### config.mk
export PLATFORM = sky130hd
export DESIGN_NAME = transducer_driver_top
export DESIGN_NICKNAME = d
export VERILOG_FILES = /design/src/design/driver_pkg.sv /design/src/design/transducer_driver_top.sv /design/src/design/pwm_generator.sv /design/src/design/intensity_modulator.sv /design/src/design/time_cnt_generator.sv /design/src/design/driver_regs.sv
export SDC_FILE = /design/constraint.sdc
export NUM_CORES = 1
export LEC_CHECK = 0
export ABC_AREA = 1
export BUFFER_PORTS_ARGS = -buffer_cell sky130_fd_sc_hd__buf_4
export CELL_PAD_IN_SITES_DETAIL_PLACEMENT = 0
export CELL_PAD_IN_SITES_GLOBAL_PLACEMENT = 1
export CORE_MARGIN = 3
export CORE_UTILIZATION = 42
export DETAILED_ROUTE_END_ITERATION = 8
export PLACE_DENSITY = 0.83
export SKIP_CTS_REPAIR_TIMING = 1
export SLEW_MARGIN = 20
export SYNTH_ARGS = -nofsm -noshare
export SYNTH_HDL_FRONTEND = slang
export SYNTH_HIERARCHICAL = 1
export SYNTH_SLANG_ARGS = --single-unit
### constraint.sdc
create_clock -name clk -period 5.9 [get_ports clk]
set_clock_uncertainty 0.15 [all_clocks]
set_input_delay 0.885 -clock clk [delete_from_list [all_inputs] [get_ports clk]]
set_output_delay 0.885 -clock clk [all_outputs]
set_load 0.01 [all_outputs]
### src/design/driver_pkg.sv
package driver_pkg;

  // Channel count of the array.
  localparam int NUM_CHANNELS = 4;
  localparam int CHAN_IDX_W = 2;

  typedef logic [7:0] addr_t;
  typedef logic [15:0] data_t;

  // Carrier time within one 256-cycle period.
  typedef logic [7:0] time_cnt_t;

  typedef logic [7:0] intensity_t;
  typedef logic [7:0] phase_t;
  typedef logic [7:0] pulse_width_t;
  typedef logic [CHAN_IDX_W-1:0] chan_idx_t;

  // Global register addresses, above the per-channel range.
  localparam addr_t MOD_ADDR = 8'd16;
  localparam addr_t CTRL_ADDR = 8'd17;

  typedef struct packed {
    intensity_t intensity;
    phase_t     phase;
  } channel_drive_t;

  typedef struct packed {
    logic [7:0] mod_value;
    logic       enable;
  } drive_settings_t;

  // One item of the modulator output stream.
  typedef struct packed {
    chan_idx_t    chan;
    pulse_width_t pulse_width;
    phase_t       phase;
  } pulse_cmd_t;

endpackage
### src/design/transducer_driver_top.sv
`timescale 1ns/1ps
module transducer_driver_top (
  input  logic                                clk,
  input  logic                                arst_n,
  input  logic                                sync,
  input  logic                                wr_en,
  input  driver_pkg::addr_t                   wr_addr,
  input  driver_pkg::data_t                   wr_data,
  output logic [driver_pkg::NUM_CHANNELS-1:0] pwm_out,
  output driver_pkg::time_cnt_t               time_cnt,
  output logic                                update
);

  driver_pkg::channel_drive_t [driver_pkg::NUM_CHANNELS-1:0] channel_cfg;
  driver_pkg::drive_settings_t drive_cfg;
  driver_pkg::pulse_cmd_t      cmd;
  logic                        cmd_valid;

  driver_regs driver_regs (
    .clk        (clk),
    .arst_n     (arst_n),
    .wr_en      (wr_en),
    .wr_addr    (wr_addr),
    .wr_data    (wr_data),
    .channel_cfg(channel_cfg),
    .drive_cfg  (drive_cfg)
  );

  time_cnt_generator time_cnt_generator (
    .clk     (clk),
    .arst_n  (arst_n),
    .sync    (sync),
    .time_cnt(time_cnt),
    .update  (update)
  );

  intensity_modulator intensity_modulator (
    .clk        (clk),
    .arst_n     (arst_n),
    .update     (update),
    .channel_cfg(channel_cfg),
    .drive_cfg  (drive_cfg),
    .cmd        (cmd),
    .cmd_valid  (cmd_valid)
  );

  pwm_generator pwm_generator (
    .clk      (clk),
    .arst_n   (arst_n),
    .time_cnt (time_cnt),
    .update   (update),
    .cmd      (cmd),
    .cmd_valid(cmd_valid),
    .pwm_out  (pwm_out)
  );

endmodule

### src/design/pwm_generator.sv
`timescale 1ns/1ps
module pwm_generator (
  input  logic                                  clk,
  input  logic                                  arst_n,
  input  driver_pkg::time_cnt_t                 time_cnt,
  input  logic                                  update,
  input  driver_pkg::pulse_cmd_t                cmd,
  input  logic                                  cmd_valid,
  output logic [driver_pkg::NUM_CHANNELS-1:0]   pwm_out
);

  driver_pkg::pulse_width_t shadow_width [driver_pkg::NUM_CHANNELS];
  driver_pkg::phase_t       shadow_phase [driver_pkg::NUM_CHANNELS];
  driver_pkg::pulse_width_t active_width [driver_pkg::NUM_CHANNELS];
  driver_pkg::phase_t       active_phase [driver_pkg::NUM_CHANNELS];

  driver_pkg::phase_t       rise_pt [driver_pkg::NUM_CHANNELS];
  driver_pkg::time_cnt_t    offset  [driver_pkg::NUM_CHANNELS];
  logic [driver_pkg::NUM_CHANNELS-1:0] pwm_next;

  // Incoming commands land in the shadow entry of their channel.
  always_ff @(posedge clk or negedge arst_n) begin
    if (!arst_n) begin
      for (int i = 0; i < driver_pkg::NUM_CHANNELS; i++) begin
        shadow_width[i] <= '0;
        shadow_phase[i] <= '0;
      end
    end else if (cmd_valid) begin
      shadow_width[cmd.chan] <= cmd.pulse_width;
      shadow_phase[cmd.chan] <= cmd.phase;
    end
  end

  // Update comes with time_cnt at 255, so the new values apply from 0.
  always_ff @(posedge clk or negedge arst_n) begin
    if (!arst_n) begin
      for (int i = 0; i < driver_pkg::NUM_CHANNELS; i++) begin
        active_width[i] <= '0;
        active_phase[i] <= '0;
      end
    end else if (update) begin
      for (int i = 0; i < driver_pkg::NUM_CHANNELS; i++) begin
        active_width[i] <= shadow_width[i];
        active_phase[i] <= shadow_phase[i];
      end
    end
  end

  // Window centred on the phase, wrapping mod 256.
  always_comb begin
    for (int i = 0; i < driver_pkg::NUM_CHANNELS; i++) begin
      rise_pt[i]  = active_phase[i] - (active_width[i] >> 1);
      offset[i]   = time_cnt - rise_pt[i];
      pwm_next[i] = (offset[i] < active_width[i]);
    end
  end

  always_ff @(posedge clk or negedge arst_n) begin
    if (!arst_n) begin
      pwm_out <= '0;
    end else begin
      pwm_out <= pwm_next;
    end
  end

endmodule

### src/design/intensity_modulator.sv
`timescale 1ns/1ps
module intensity_modulator (
  input  logic                                                   clk,
  input  logic                                                   arst_n,
  input  logic                                                   update,
  input  driver_pkg::channel_drive_t [driver_pkg::NUM_CHANNELS-1:0] channel_cfg,
  input  driver_pkg::drive_settings_t                            drive_cfg,
  output driver_pkg::pulse_cmd_t                                 cmd,
  output logic                                                   cmd_valid
);

  typedef enum logic {
    IDLE,
    WALKING
  } state_t;

  localparam driver_pkg::chan_idx_t LAST_CHAN =
    driver_pkg::chan_idx_t'(driver_pkg::NUM_CHANNELS - 1);

  state_t state;
  driver_pkg::chan_idx_t chan_idx;

  // Stage one registers.
  logic                  s1_valid;
  logic [15:0]           s1_product;
  logic                  s1_enable;
  driver_pkg::phase_t    s1_phase;
  driver_pkg::chan_idx_t s1_chan;

  driver_pkg::channel_drive_t cur_cfg;

  assign cur_cfg = channel_cfg[chan_idx];

  // Channel walk, one channel per cycle after each update.
  always_ff @(posedge clk or negedge arst_n) begin
    if (!arst_n) begin
      state    <= IDLE;
      chan_idx <= '0;
    end else begin
      case (state)
        IDLE: begin
          if (update) begin
            state    <= WALKING;
            chan_idx <= '0;
          end
        end
        WALKING: begin
          if (chan_idx == LAST_CHAN) begin
            state <= IDLE;
          end
          chan_idx <= chan_idx + 1'b1;
        end
        default: state <= IDLE;
      endcase
    end
  end

  always_ff @(posedge clk or negedge arst_n) begin
    if (!arst_n) begin
      s1_valid  <= 1'b0;
      cmd_valid <= 1'b0;
    end else begin
      s1_valid  <= (state == WALKING);
      cmd_valid <= s1_valid;
    end
  end

  // Max product is 255 * 256, so 16 bits hold it.
  always_ff @(posedge clk) begin
    s1_product <= {8'd0, cur_cfg.intensity} * ({8'd0, drive_cfg.mod_value} + 16'd1);
    s1_enable  <= drive_cfg.enable;
    s1_phase   <= cur_cfg.phase;
    s1_chan    <= chan_idx;
  end

  // Stage two: scale down and gate with enable.
  always_ff @(posedge clk) begin
    cmd.chan        <= s1_chan;
    cmd.pulse_width <= s1_enable ? s1_product[15:8] : '0;
    cmd.phase       <= s1_phase;
  end

endmodule

### src/design/time_cnt_generator.sv
`timescale 1ns/1ps
module time_cnt_generator (
  input  logic                  clk,
  input  logic                  arst_n,
  input  logic                  sync,
  output driver_pkg::time_cnt_t time_cnt,
  output logic                  update
);

  localparam driver_pkg::time_cnt_t LAST_BEFORE_END = 8'd254;

  logic update_next;

  // Update lines up with the final count of the period.
  // A sync jump never raises it.
  assign update_next = !sync && (time_cnt == LAST_BEFORE_END);

  always_ff @(posedge clk or negedge arst_n) begin
    if (!arst_n) begin
      time_cnt <= '0;
    end else if (sync) begin
      time_cnt <= '0;
    end else begin
      time_cnt <= time_cnt + 8'd1;
    end
  end

  always_ff @(posedge clk or negedge arst_n) begin
    if (!arst_n) begin
      update <= 1'b0;
    end else begin
      update <= update_next;
    end
  end

endmodule

### src/design/driver_regs.sv
`timescale 1ns/1ps
module driver_regs (
  input  logic                                                   clk,
  input  logic                                                   arst_n,
  input  logic                                                   wr_en,
  input  driver_pkg::addr_t                                      wr_addr,
  input  driver_pkg::data_t                                      wr_data,
  output driver_pkg::channel_drive_t [driver_pkg::NUM_CHANNELS-1:0] channel_cfg,
  output driver_pkg::drive_settings_t                            drive_cfg
);

  logic chan_hit;
  logic mod_hit;
  logic ctrl_hit;
  driver_pkg::chan_idx_t wr_chan;
  driver_pkg::channel_drive_t wr_entry;

  // Address decode.
  always_comb begin
    chan_hit = wr_en && (wr_addr < driver_pkg::addr_t'(driver_pkg::NUM_CHANNELS));
    mod_hit  = wr_en && (wr_addr == driver_pkg::MOD_ADDR);
    ctrl_hit = wr_en && (wr_addr == driver_pkg::CTRL_ADDR);
    wr_chan  = wr_addr[driver_pkg::CHAN_IDX_W-1:0];
  end

  // Intensity in the upper byte, phase in the lower.
  always_comb begin
    wr_entry.intensity = wr_data[15:8];
    wr_entry.phase     = wr_data[7:0];
  end

  always_ff @(posedge clk or negedge arst_n) begin
    if (!arst_n) begin
      for (int i = 0; i < driver_pkg::NUM_CHANNELS; i++) begin
        channel_cfg[i] <= '0;
      end
    end else if (chan_hit) begin
      channel_cfg[wr_chan] <= wr_entry;
    end
  end

  // Full scale modulation out of reset, output disabled.
  always_ff @(posedge clk or negedge arst_n) begin
    if (!arst_n) begin
      drive_cfg.mod_value <= 8'd255;
      drive_cfg.enable    <= 1'b0;
    end else begin
      if (mod_hit) begin
        drive_cfg.mod_value <= wr_data[7:0];
      end
      if (ctrl_hit) begin
        drive_cfg.enable <= wr_data[0];
      end
    end
  end

endmodule

==> impl_metrics.tcl, run 1 <==
set metrics [dict create \
    routed_via_density 4.922 \
    hold_viol_final 0 \
    setup_viol 0 \
    result_of_the_run "finished clean" \
    finalWorstPathRequiredPeriod_ns 5.375 \
    detailedPlacementHpwl_mm 24.03 \
    worst_hold_startpoint "intensity_modulator/s1_phase[2]" \
    finish.net_count 1950 \
    ys_types 52 \
    clkLatencyLatePin_ns 0.55 \
    row_count 68 \
    drt_pre_antenna_iters 5 \
    timing.setup.tns_ns 0 \
    finalWirelength_mm 33.66 \
    detail_route.iter0.violations 673 \
    endpoint_kind "flop" \
    critical-path-slowest-cell "sky130_fd_sc_hd__dfstp_2" \
    clock_sinks 256 \
    critical_path_class "flop to flop" \
    dieArea_um2 38340 \
    insertedDiodeCount 0 \
    grt_antenna_before_repair 0 \
    gr-total-overflow 0 \
    worst_pin_slew_ns 0.9539 \
    worstPathArrival_ns 5.66 \
    cp.required_ns 6.19 \
    synth.net_count 1922 \
    grt_use_total_pct 17.82 \
    synth-seq-cells 256 \
    layout_setup_ws_ns 0.5245 \
    holdCritPathClass "flop to flop" \
    timing.max_slew.rel_slack_pct 36.41 \
    synthArstFlopShare_pct 85.55 \
    crit_path_max_fanout 10 \
    core_utilization_of_the_finished_layout_pct 47.28 \
    floorplan.initialDensity_pct 43.16 \
    numCtsBuffers 28 \
    maxSlewViolCount 0 \
    io_pins 41 \
    largest_buffer_count_on_any_clock_path 3 \
    htree_num_levels 1 \
    chipWidth_um 195.8 \
    fmax_ghz 0.1860 \
    numPlacedInstances 2182 \
    routedWlPerCell_um 15.06 \
    die_h_um 195.8 \
    cpLargestDelayFamily "adder cells" \
    port_buffers 40 \
    vdd_drop_max_mv 0.2191 \
    cts.reportedPaths.clkPinSlew_ns 0.06 \
    dp_slack_ns 0.5386 \
    synthCells 1730 \
    synth_edf_count 0 \
    layout.filler_cells 3388 \
    power_density_nw_per_um2 236.8 \
    grt_pass1_vias 10940 \
    cp_slowest_stage_delay_ns 0.64 \
    critical-path-top-cell-by-count "sky130_fd_sc_hd__nand2_1" \
    syn-mean-instance-area_um2 8.745 \
    critical_path.reg2reg.startpoint "driver_regs/drive_cfg[1]" \
    unrepaired_setup_endpoints_after_global_routing "no" \
    layout.cells.most_common_list "sky130_fd_sc_hd__nand2_1, sky130_fd_sc_hd__inv_1, sky130_fd_sc_hd__dfrtp_1" \
    synth_seq_area_share_pct 41.18 \
    detail_route.drc_violations 0 \
    maxCapViolations 0 \
    clock_tree_from_tritoncts "built" \
    coreArea_um2 35050 \
    predominant_post_synthesis_flop_cell "sky130_fd_sc_hd__dfrtp_1" \
    start_kind "flop" \
    num_vias 11000 \
    area_growth_pct 9.544 \
    post-layout-total-power_uw 3925 \
    final_layout_size_suffix_gt1_share_pct 10.56 \
    fin_crit_sh_pct 91.11 \
    layout.cells.most_common "sky130_fd_sc_hd__nand2_1" \
    ant_nets 0 \
    cts_root_buf "sky130_fd_sc_hd__clkbuf_16" \
    timing.critical_path.buf_inv 4 \
    final_cells 2235 \
    grt_max_degree 124 \
    routabilityCongestion 0.8698 \
    post_synth_instance_area_um2 15130 \
    crit_path_cell_trace "ha_1 -> and3_1 -> nand3_1 -> xor2_1 -> inv_1 -> or2_1 -> fa_1 -> inv_1 -> fa_1 -> fa_1 -> inv_1 -> fa_1 -> inv_1 -> ha_1 -> nand2_1 -> nand2_1 -> a31oi_1 -> o21ai_0 -> a21oi_1 -> nand2_1 -> nand2_1 -> nand2_1" \
    grt_pass1_wl_mm 56.30 \
    total_leakage_power_uw 0.008563 \
    cp-startpoint "driver_regs/drive_cfg[1]" \
    ys.warnings.count 6 \
]
==> cells by family (layout without fill, tap and decap cells) <==
kind of cell | after synthesis | after routing | synth area share, %
compound gates | 183 | 183 | 6.814
xor+xnor | 27 | 27 | 1.563
fa+ha+maj | 164 | 164 | 16.94
buf+inv | 313 | 363 | 9.097
flops | 256 | 256 | 41.18
mux | 34 | 34 | 3.275
simple gates | 753 | 753 | 21.13
==> layer usage <==
metal  global-route usage (%)  wire, µm  up-vias
met5                        0         0        -
met4                    4.014       689        0
met3                    2.318      1480       52
met2                    29.76     15930      220
met1                    24.91     15560     5239
li1                         -         -     5489
==> power by group <==
| part | internal, µW | switching [µW] | total (µW) |
|---|---|---|---|
| Combinational | 178 | 285 | 463 |
| Clock | 929 | 705 | 1630 |
| Sequential | 1800 | 27.7 | 1830 |
| Total | 2910 | 1020 | 3920 |
==> metrics by stage <==
step                hold slack (ns)  area (µm²)
finish                       0.1759       16570
global route                 0.1809       16570
CTS                          0.1764       16550
detailed placement           0.1621       15700
global placement             0.1602       15700
floorplan                    0.1596       15130
==> worst paths after layout <==
kind / endpoint / slack (ns) / cells past startpoint
worst max-delay path: intensity_modulator/s1_product[15] / 0.52 / 22
worst min-delay path: intensity_modulator/cmd[2] / 0.18 / 0
worst max register to register: intensity_modulator/s1_product[15] / 0.52 / 22
worst min register to register: intensity_modulator/cmd[2] / 0.18 / 0
max in group asynchronous: driver_regs/drive_cfg[3] / 4.27 / 2
min in group asynchronous: pwm_generator/active_width[1] / 0.24 / 1
==> flip-flops by register name, summed over array words and instances, names as in the netlist, 2 cells and up <==
| register | cells |
|---|---|
| driver_regs/channel_cfg | 64 |
| driver_regs/drive_cfg | 9 |
| intensity_modulator/chan_idx | 2 |
| intensity_modulator/cmd | 18 |
| intensity_modulator/s1_chan | 2 |
| intensity_modulator/s1_phase | 8 |
| intensity_modulator/s1_product | 8 |
| pwm_generator/active_phase | 32 |
| pwm_generator/active_width | 32 |
| pwm_generator/pwm_out | 4 |
| pwm_generator/shadow_phase | 32 |
| pwm_generator/shadow_width | 32 |
| time_cnt_generator/time_cnt | 8 |
==> cell type report <==
class,instances,area [µm²],area share (%)
Multi-Input combinational cell,1161,7522,45.39
Sequential cell,256,6235,37.62
Inverter,263,997.2,6.017
Clock buffer,42,753.2,4.545
Tap cell,455,569.3,3.435
Timing Repair Buffer,48,400.4,2.416
Clock inverter,10,96.34,0.5813
==> cell usage after synthesis (3+ instances only) <==
cell / count / area share, %
sky130_fd_sc_hd__a21oi_1: 43 / 1.4
sky130_fd_sc_hd__buf_12: 3 / 0.40
sky130_fd_sc_hd__buf_2: 18 / 0.60
sky130_fd_sc_hd__buf_4: 8 / 0.40
sky130_fd_sc_hd__buf_6: 12 / 0.89
sky130_fd_sc_hd__clkbuf_1: 8 / 0.20
sky130_fd_sc_hd__dfrtp_1: 211 / 35
sky130_fd_sc_hd__dfstp_2: 8 / 1.4
sky130_fd_sc_hd__dfxtp_1: 37 / 4.9
sky130_fd_sc_hd__fa_1: 68 / 9.0
sky130_fd_sc_hd__ha_1: 96 / 7.9
sky130_fd_sc_hd__inv_1: 254 / 6.3
sky130_fd_sc_hd__inv_2: 6 / 0.15
sky130_fd_sc_hd__mux2_2: 4 / 0.30
sky130_fd_sc_hd__mux2_4: 30 / 3.0
sky130_fd_sc_hd__nand2_1: 481 / 12
sky130_fd_sc_hd__nand2_2: 11 / 0.45
sky130_fd_sc_hd__nand3_1: 112 / 3.7
sky130_fd_sc_hd__nand3_2: 5 / 0.33
sky130_fd_sc_hd__nand3b_1: 5 / 0.25
sky130_fd_sc_hd__nand4_1: 7 / 0.29
sky130_fd_sc_hd__nor2_1: 106 / 2.6
sky130_fd_sc_hd__nor2_2: 4 / 0.17
sky130_fd_sc_hd__nor2_4: 5 / 0.37
sky130_fd_sc_hd__nor3_1: 3 / 0.099
sky130_fd_sc_hd__o21ai_0: 63 / 2.1
sky130_fd_sc_hd__o21ai_1: 42 / 1.4
sky130_fd_sc_hd__o21ai_2: 16 / 0.93
sky130_fd_sc_hd__o22ai_1: 8 / 0.33
sky130_fd_sc_hd__or2_1: 3 / 0.12
sky130_fd_sc_hd__or2_2: 3 / 0.12
sky130_fd_sc_hd__xnor2_1: 11 / 0.64
sky130_fd_sc_hd__xor2_1: 16 / 0.93
Power figures use the tool's default switching activity.
==> run 2, diff against run 1 <==
ABC_AREA = 0   (was 1)
PLACE_DENSITY = 0.79   (was 0.83)
==> impl_metrics.tcl, run 2 <==
set metrics [dict create \
    result_of_the_run "finished clean" \
    unrepaired_setup_endpoints_after_global_routing "no" \
    finish.net_count 1452 \
    htree_num_levels 1 \
    grt_max_degree 164 \
    critical-path-top-cell-by-count "sky130_fd_sc_hd__fa_1" \
    vdd_drop_max_mv 0.2285 \
    layout_setup_ws_ns 0.4848 \
    largest_register_ff_count 64 \
    grt_pass1_vias 9078 \
    clock_tree_from_tritoncts "built" \
    die_h_um 191.2 \
    reg2reg_depth 15 \
    cp.required_ns 6.16 \
    clock_sinks 256 \
    crit_path_cell_trace "mux2_2 -> o21ai_0 -> nor2_1 -> fa_1 -> fa_1 -> fa_1 -> inv_1 -> fa_1 -> inv_1 -> ha_1 -> o21a_1 -> o21a_1 -> o21a_1 -> a21oi_1 -> a311o_1" \
    post-layout-total-power_uw 3968 \
    io_pins 41 \
    clkLatencyLatePin_ns 0.52 \
    finalWorstPathRequiredPeriod_ns 5.415 \
    critical-path-slowest-cell "sky130_fd_sc_hd__dfrtp_1" \
    holdCritPathClass "input pin to async pin" \
    insertedDiodeCount 0 \
    endpoint_kind "flop" \
    synth-seq-cells 256 \
    cpLargestDelayFamily "adder cells" \
    timing.critical_path.buf_inv 2 \
    coreArea_um2 33700 \
    hold_viol_final 0 \
    routabilityCongestion 0.8386 \
    power_density_nw_per_um2 246.8 \
    synthArstFlopShare_pct 85.55 \
    area_growth_pct 11.66 \
    dieArea_um2 36540 \
    routedWlPerCell_um 16.62 \
    detail_route.drc_violations 0 \
    crit_path_max_fanout 13 \
    numCtsBuffers 26 \
    syn-mean-instance-area_um2 11.94 \
    detailedPlacementHpwl_mm 20.48 \
    synth.net_count 1398 \
    core_utilization_of_the_finished_layout_pct 47.71 \
    ant_nets 0 \
    synthCells 1206 \
    synthTopCellsByArea "sky130_fd_sc_hd__dfrtp_1, sky130_fd_sc_hd__mux2_2, sky130_fd_sc_hd__fa_1" \
    finalWirelength_mm 28.68 \
    maxSlewViolCount 0 \
    detail_route.iter0.violations 429 \
    grt_pass1_wl_mm 48.04 \
    setup_viol 0 \
    timing.max_slew.rel_slack_pct 30.12 \
    path_depth 15 \
    layout.filler_cells 3085 \
    worst_pin_slew_ns 1.048 \
    synth_seq_area_share_pct 43.27 \
    timing.hold.ws_ns 0.1121 \
    synth_edf_count 0 \
    layout.cells.most_common "sky130_fd_sc_hd__dfrtp_1" \
    maxCapViolations 0 \
    chipWidth_um 191.2 \
    ys_types 63 \
    dp_slack_ns 0.5047 \
    floorplan.initialDensity_pct 42.73 \
    cts.reportedPaths.clkPinSlew_ns 0.06 \
    most_flops_register "driver_regs/channel_cfg" \
    fin_crit_sh_pct 91.78 \
    synth_top_cells_by_count "sky130_fd_sc_hd__dfrtp_1, sky130_fd_sc_hd__mux2_2, sky130_fd_sc_hd__inv_1" \
    rrSetupSlack_ns 0.48 \
    predominant_post_synthesis_flop_cell "sky130_fd_sc_hd__dfrtp_1" \
    final_layout_size_suffix_gt1_share_pct 24.73 \
    ys.warnings.count 6 \
    critical_path_class "flop to flop" \
    total_leakage_power_uw 0.007863 \
    fmax_ghz 0.1847 \
    cts_root_buf "sky130_fd_sc_hd__clkbuf_16" \
    start_kind "flop" \
    gr-total-overflow 0 \
    post-synth-top-count-cell "sky130_fd_sc_hd__dfrtp_1" \
    port_buffers 40 \
    grt_antenna_before_repair 0 \
    cp_slowest_stage_delay_ns 0.67 \
    row_count 67 \
    drt_pre_antenna_iters 5 \
    largest_buffer_count_on_any_clock_path 3 \
    num_vias 8750 \
    timing.setup.tns_ns 0 \
    routed_via_density 5.070 \
    worstPathArrival_ns 5.67 \
    layout.cells.most_common_list "sky130_fd_sc_hd__dfrtp_1, sky130_fd_sc_hd__mux2_2, sky130_fd_sc_hd__inv_1" \
    grt_use_total_pct 16.28 \
    post_synth_instance_area_um2 14400 \
    post-synth-top-area-fraction_pct 36.67 \
    synthDominantAreaCellType "sky130_fd_sc_hd__dfrtp_1" \
]
[run 2: changes by cell type after synthesis, moves of 21 or more]
cell / before / now
sky130_fd_sc_hd__mux2_2: 4 / 170
sky130_fd_sc_hd__o21ai_0: 63 / 42
sky130_fd_sc_hd__nand3_1: 112 / 19
sky130_fd_sc_hd__nor2_1: 106 / 64
sky130_fd_sc_hd__o21ai_1: 42 / 5
sky130_fd_sc_hd__inv_1: 254 / 154
sky130_fd_sc_hd__nand2_1: 481 / 49
[run 2: path summary, 6_finish.rpt]
| check | startpoint | to |
|---|---|---|
| max | intensity_modulator/chan_idx[1] | intensity_modulator/s1_product[12] |
| min | arst_n | pwm_generator/pwm_out[3] |
| max reg2reg | intensity_modulator/chan_idx[1] | intensity_modulator/s1_product[12] |
| min reg2reg | intensity_modulator/s1_chan[0] | intensity_modulator/cmd[16] |
| max in group asynchronous | arst_n | driver_regs/channel_cfg[24] |
| min in group clk | intensity_modulator/s1_chan[0] | intensity_modulator/cmd[16] |
[run 2: cell type report]
cell class                      count  area (µm²)  area share, %
Multi-Input combinational cell    766        7408          46.08
Sequential cell                   256        6235          38.78
Clock buffer                       39       790.8          4.918
Inverter                          154       578.1          3.595
Tap cell                          448       560.5          3.486
Timing Repair Buffer               56       440.4          2.739
Clock inverter                      7       65.06         0.4047
[run 2: report_power, final]
| part | switching, µW | total, µW | internal, µW | leakage (µW) |
|---|---|---|---|---|
| combinational | 258 | 495 | 237 | 0.00413 |
| clock | 665 | 1630 | 967 | 0.000426 |
| sequential | 37.4 | 1840 | 1800 | 0.00331 |
| total | 960 | 3970 | 3010 | 0.00786 |
[run 2: metal layers]
layer / GRT usage, % / vias to the layer above / part of all wire (%)
met3: 1.705 / 29 / 2.2
met5: 0 / - / 0
li1: - / 4188 / -
met4: 2.851 / 0 / 1.5
met1: 22.45 / 4426 / 47
met2: 28.25 / 107 / 49
[run 2: logic make-up (layout without fill, tap and decap cells)]
logic type	count (synthesis)	count (layout)	share of synthesized area (%)
simple gates	226	226	8.533
fa+ha+maj	164	164	17.80
compound gates	136	136	5.918
flops	256	256	43.27
mux	200	200	16.77
xor+xnor	40	40	2.433
buf+inv	184	256	5.275
[run 2: metrics by stage]
| step | area, µm² | cells |
|---|---|---|
| floorplan | 14400 | 1206 |
| global placement | 15220 | 1680 |
| detailed placement | 15220 | 1680 |
| CTS | 16080 | 1726 |
| global route | 16080 | 1726 |
| finish | 16080 | 1726 |
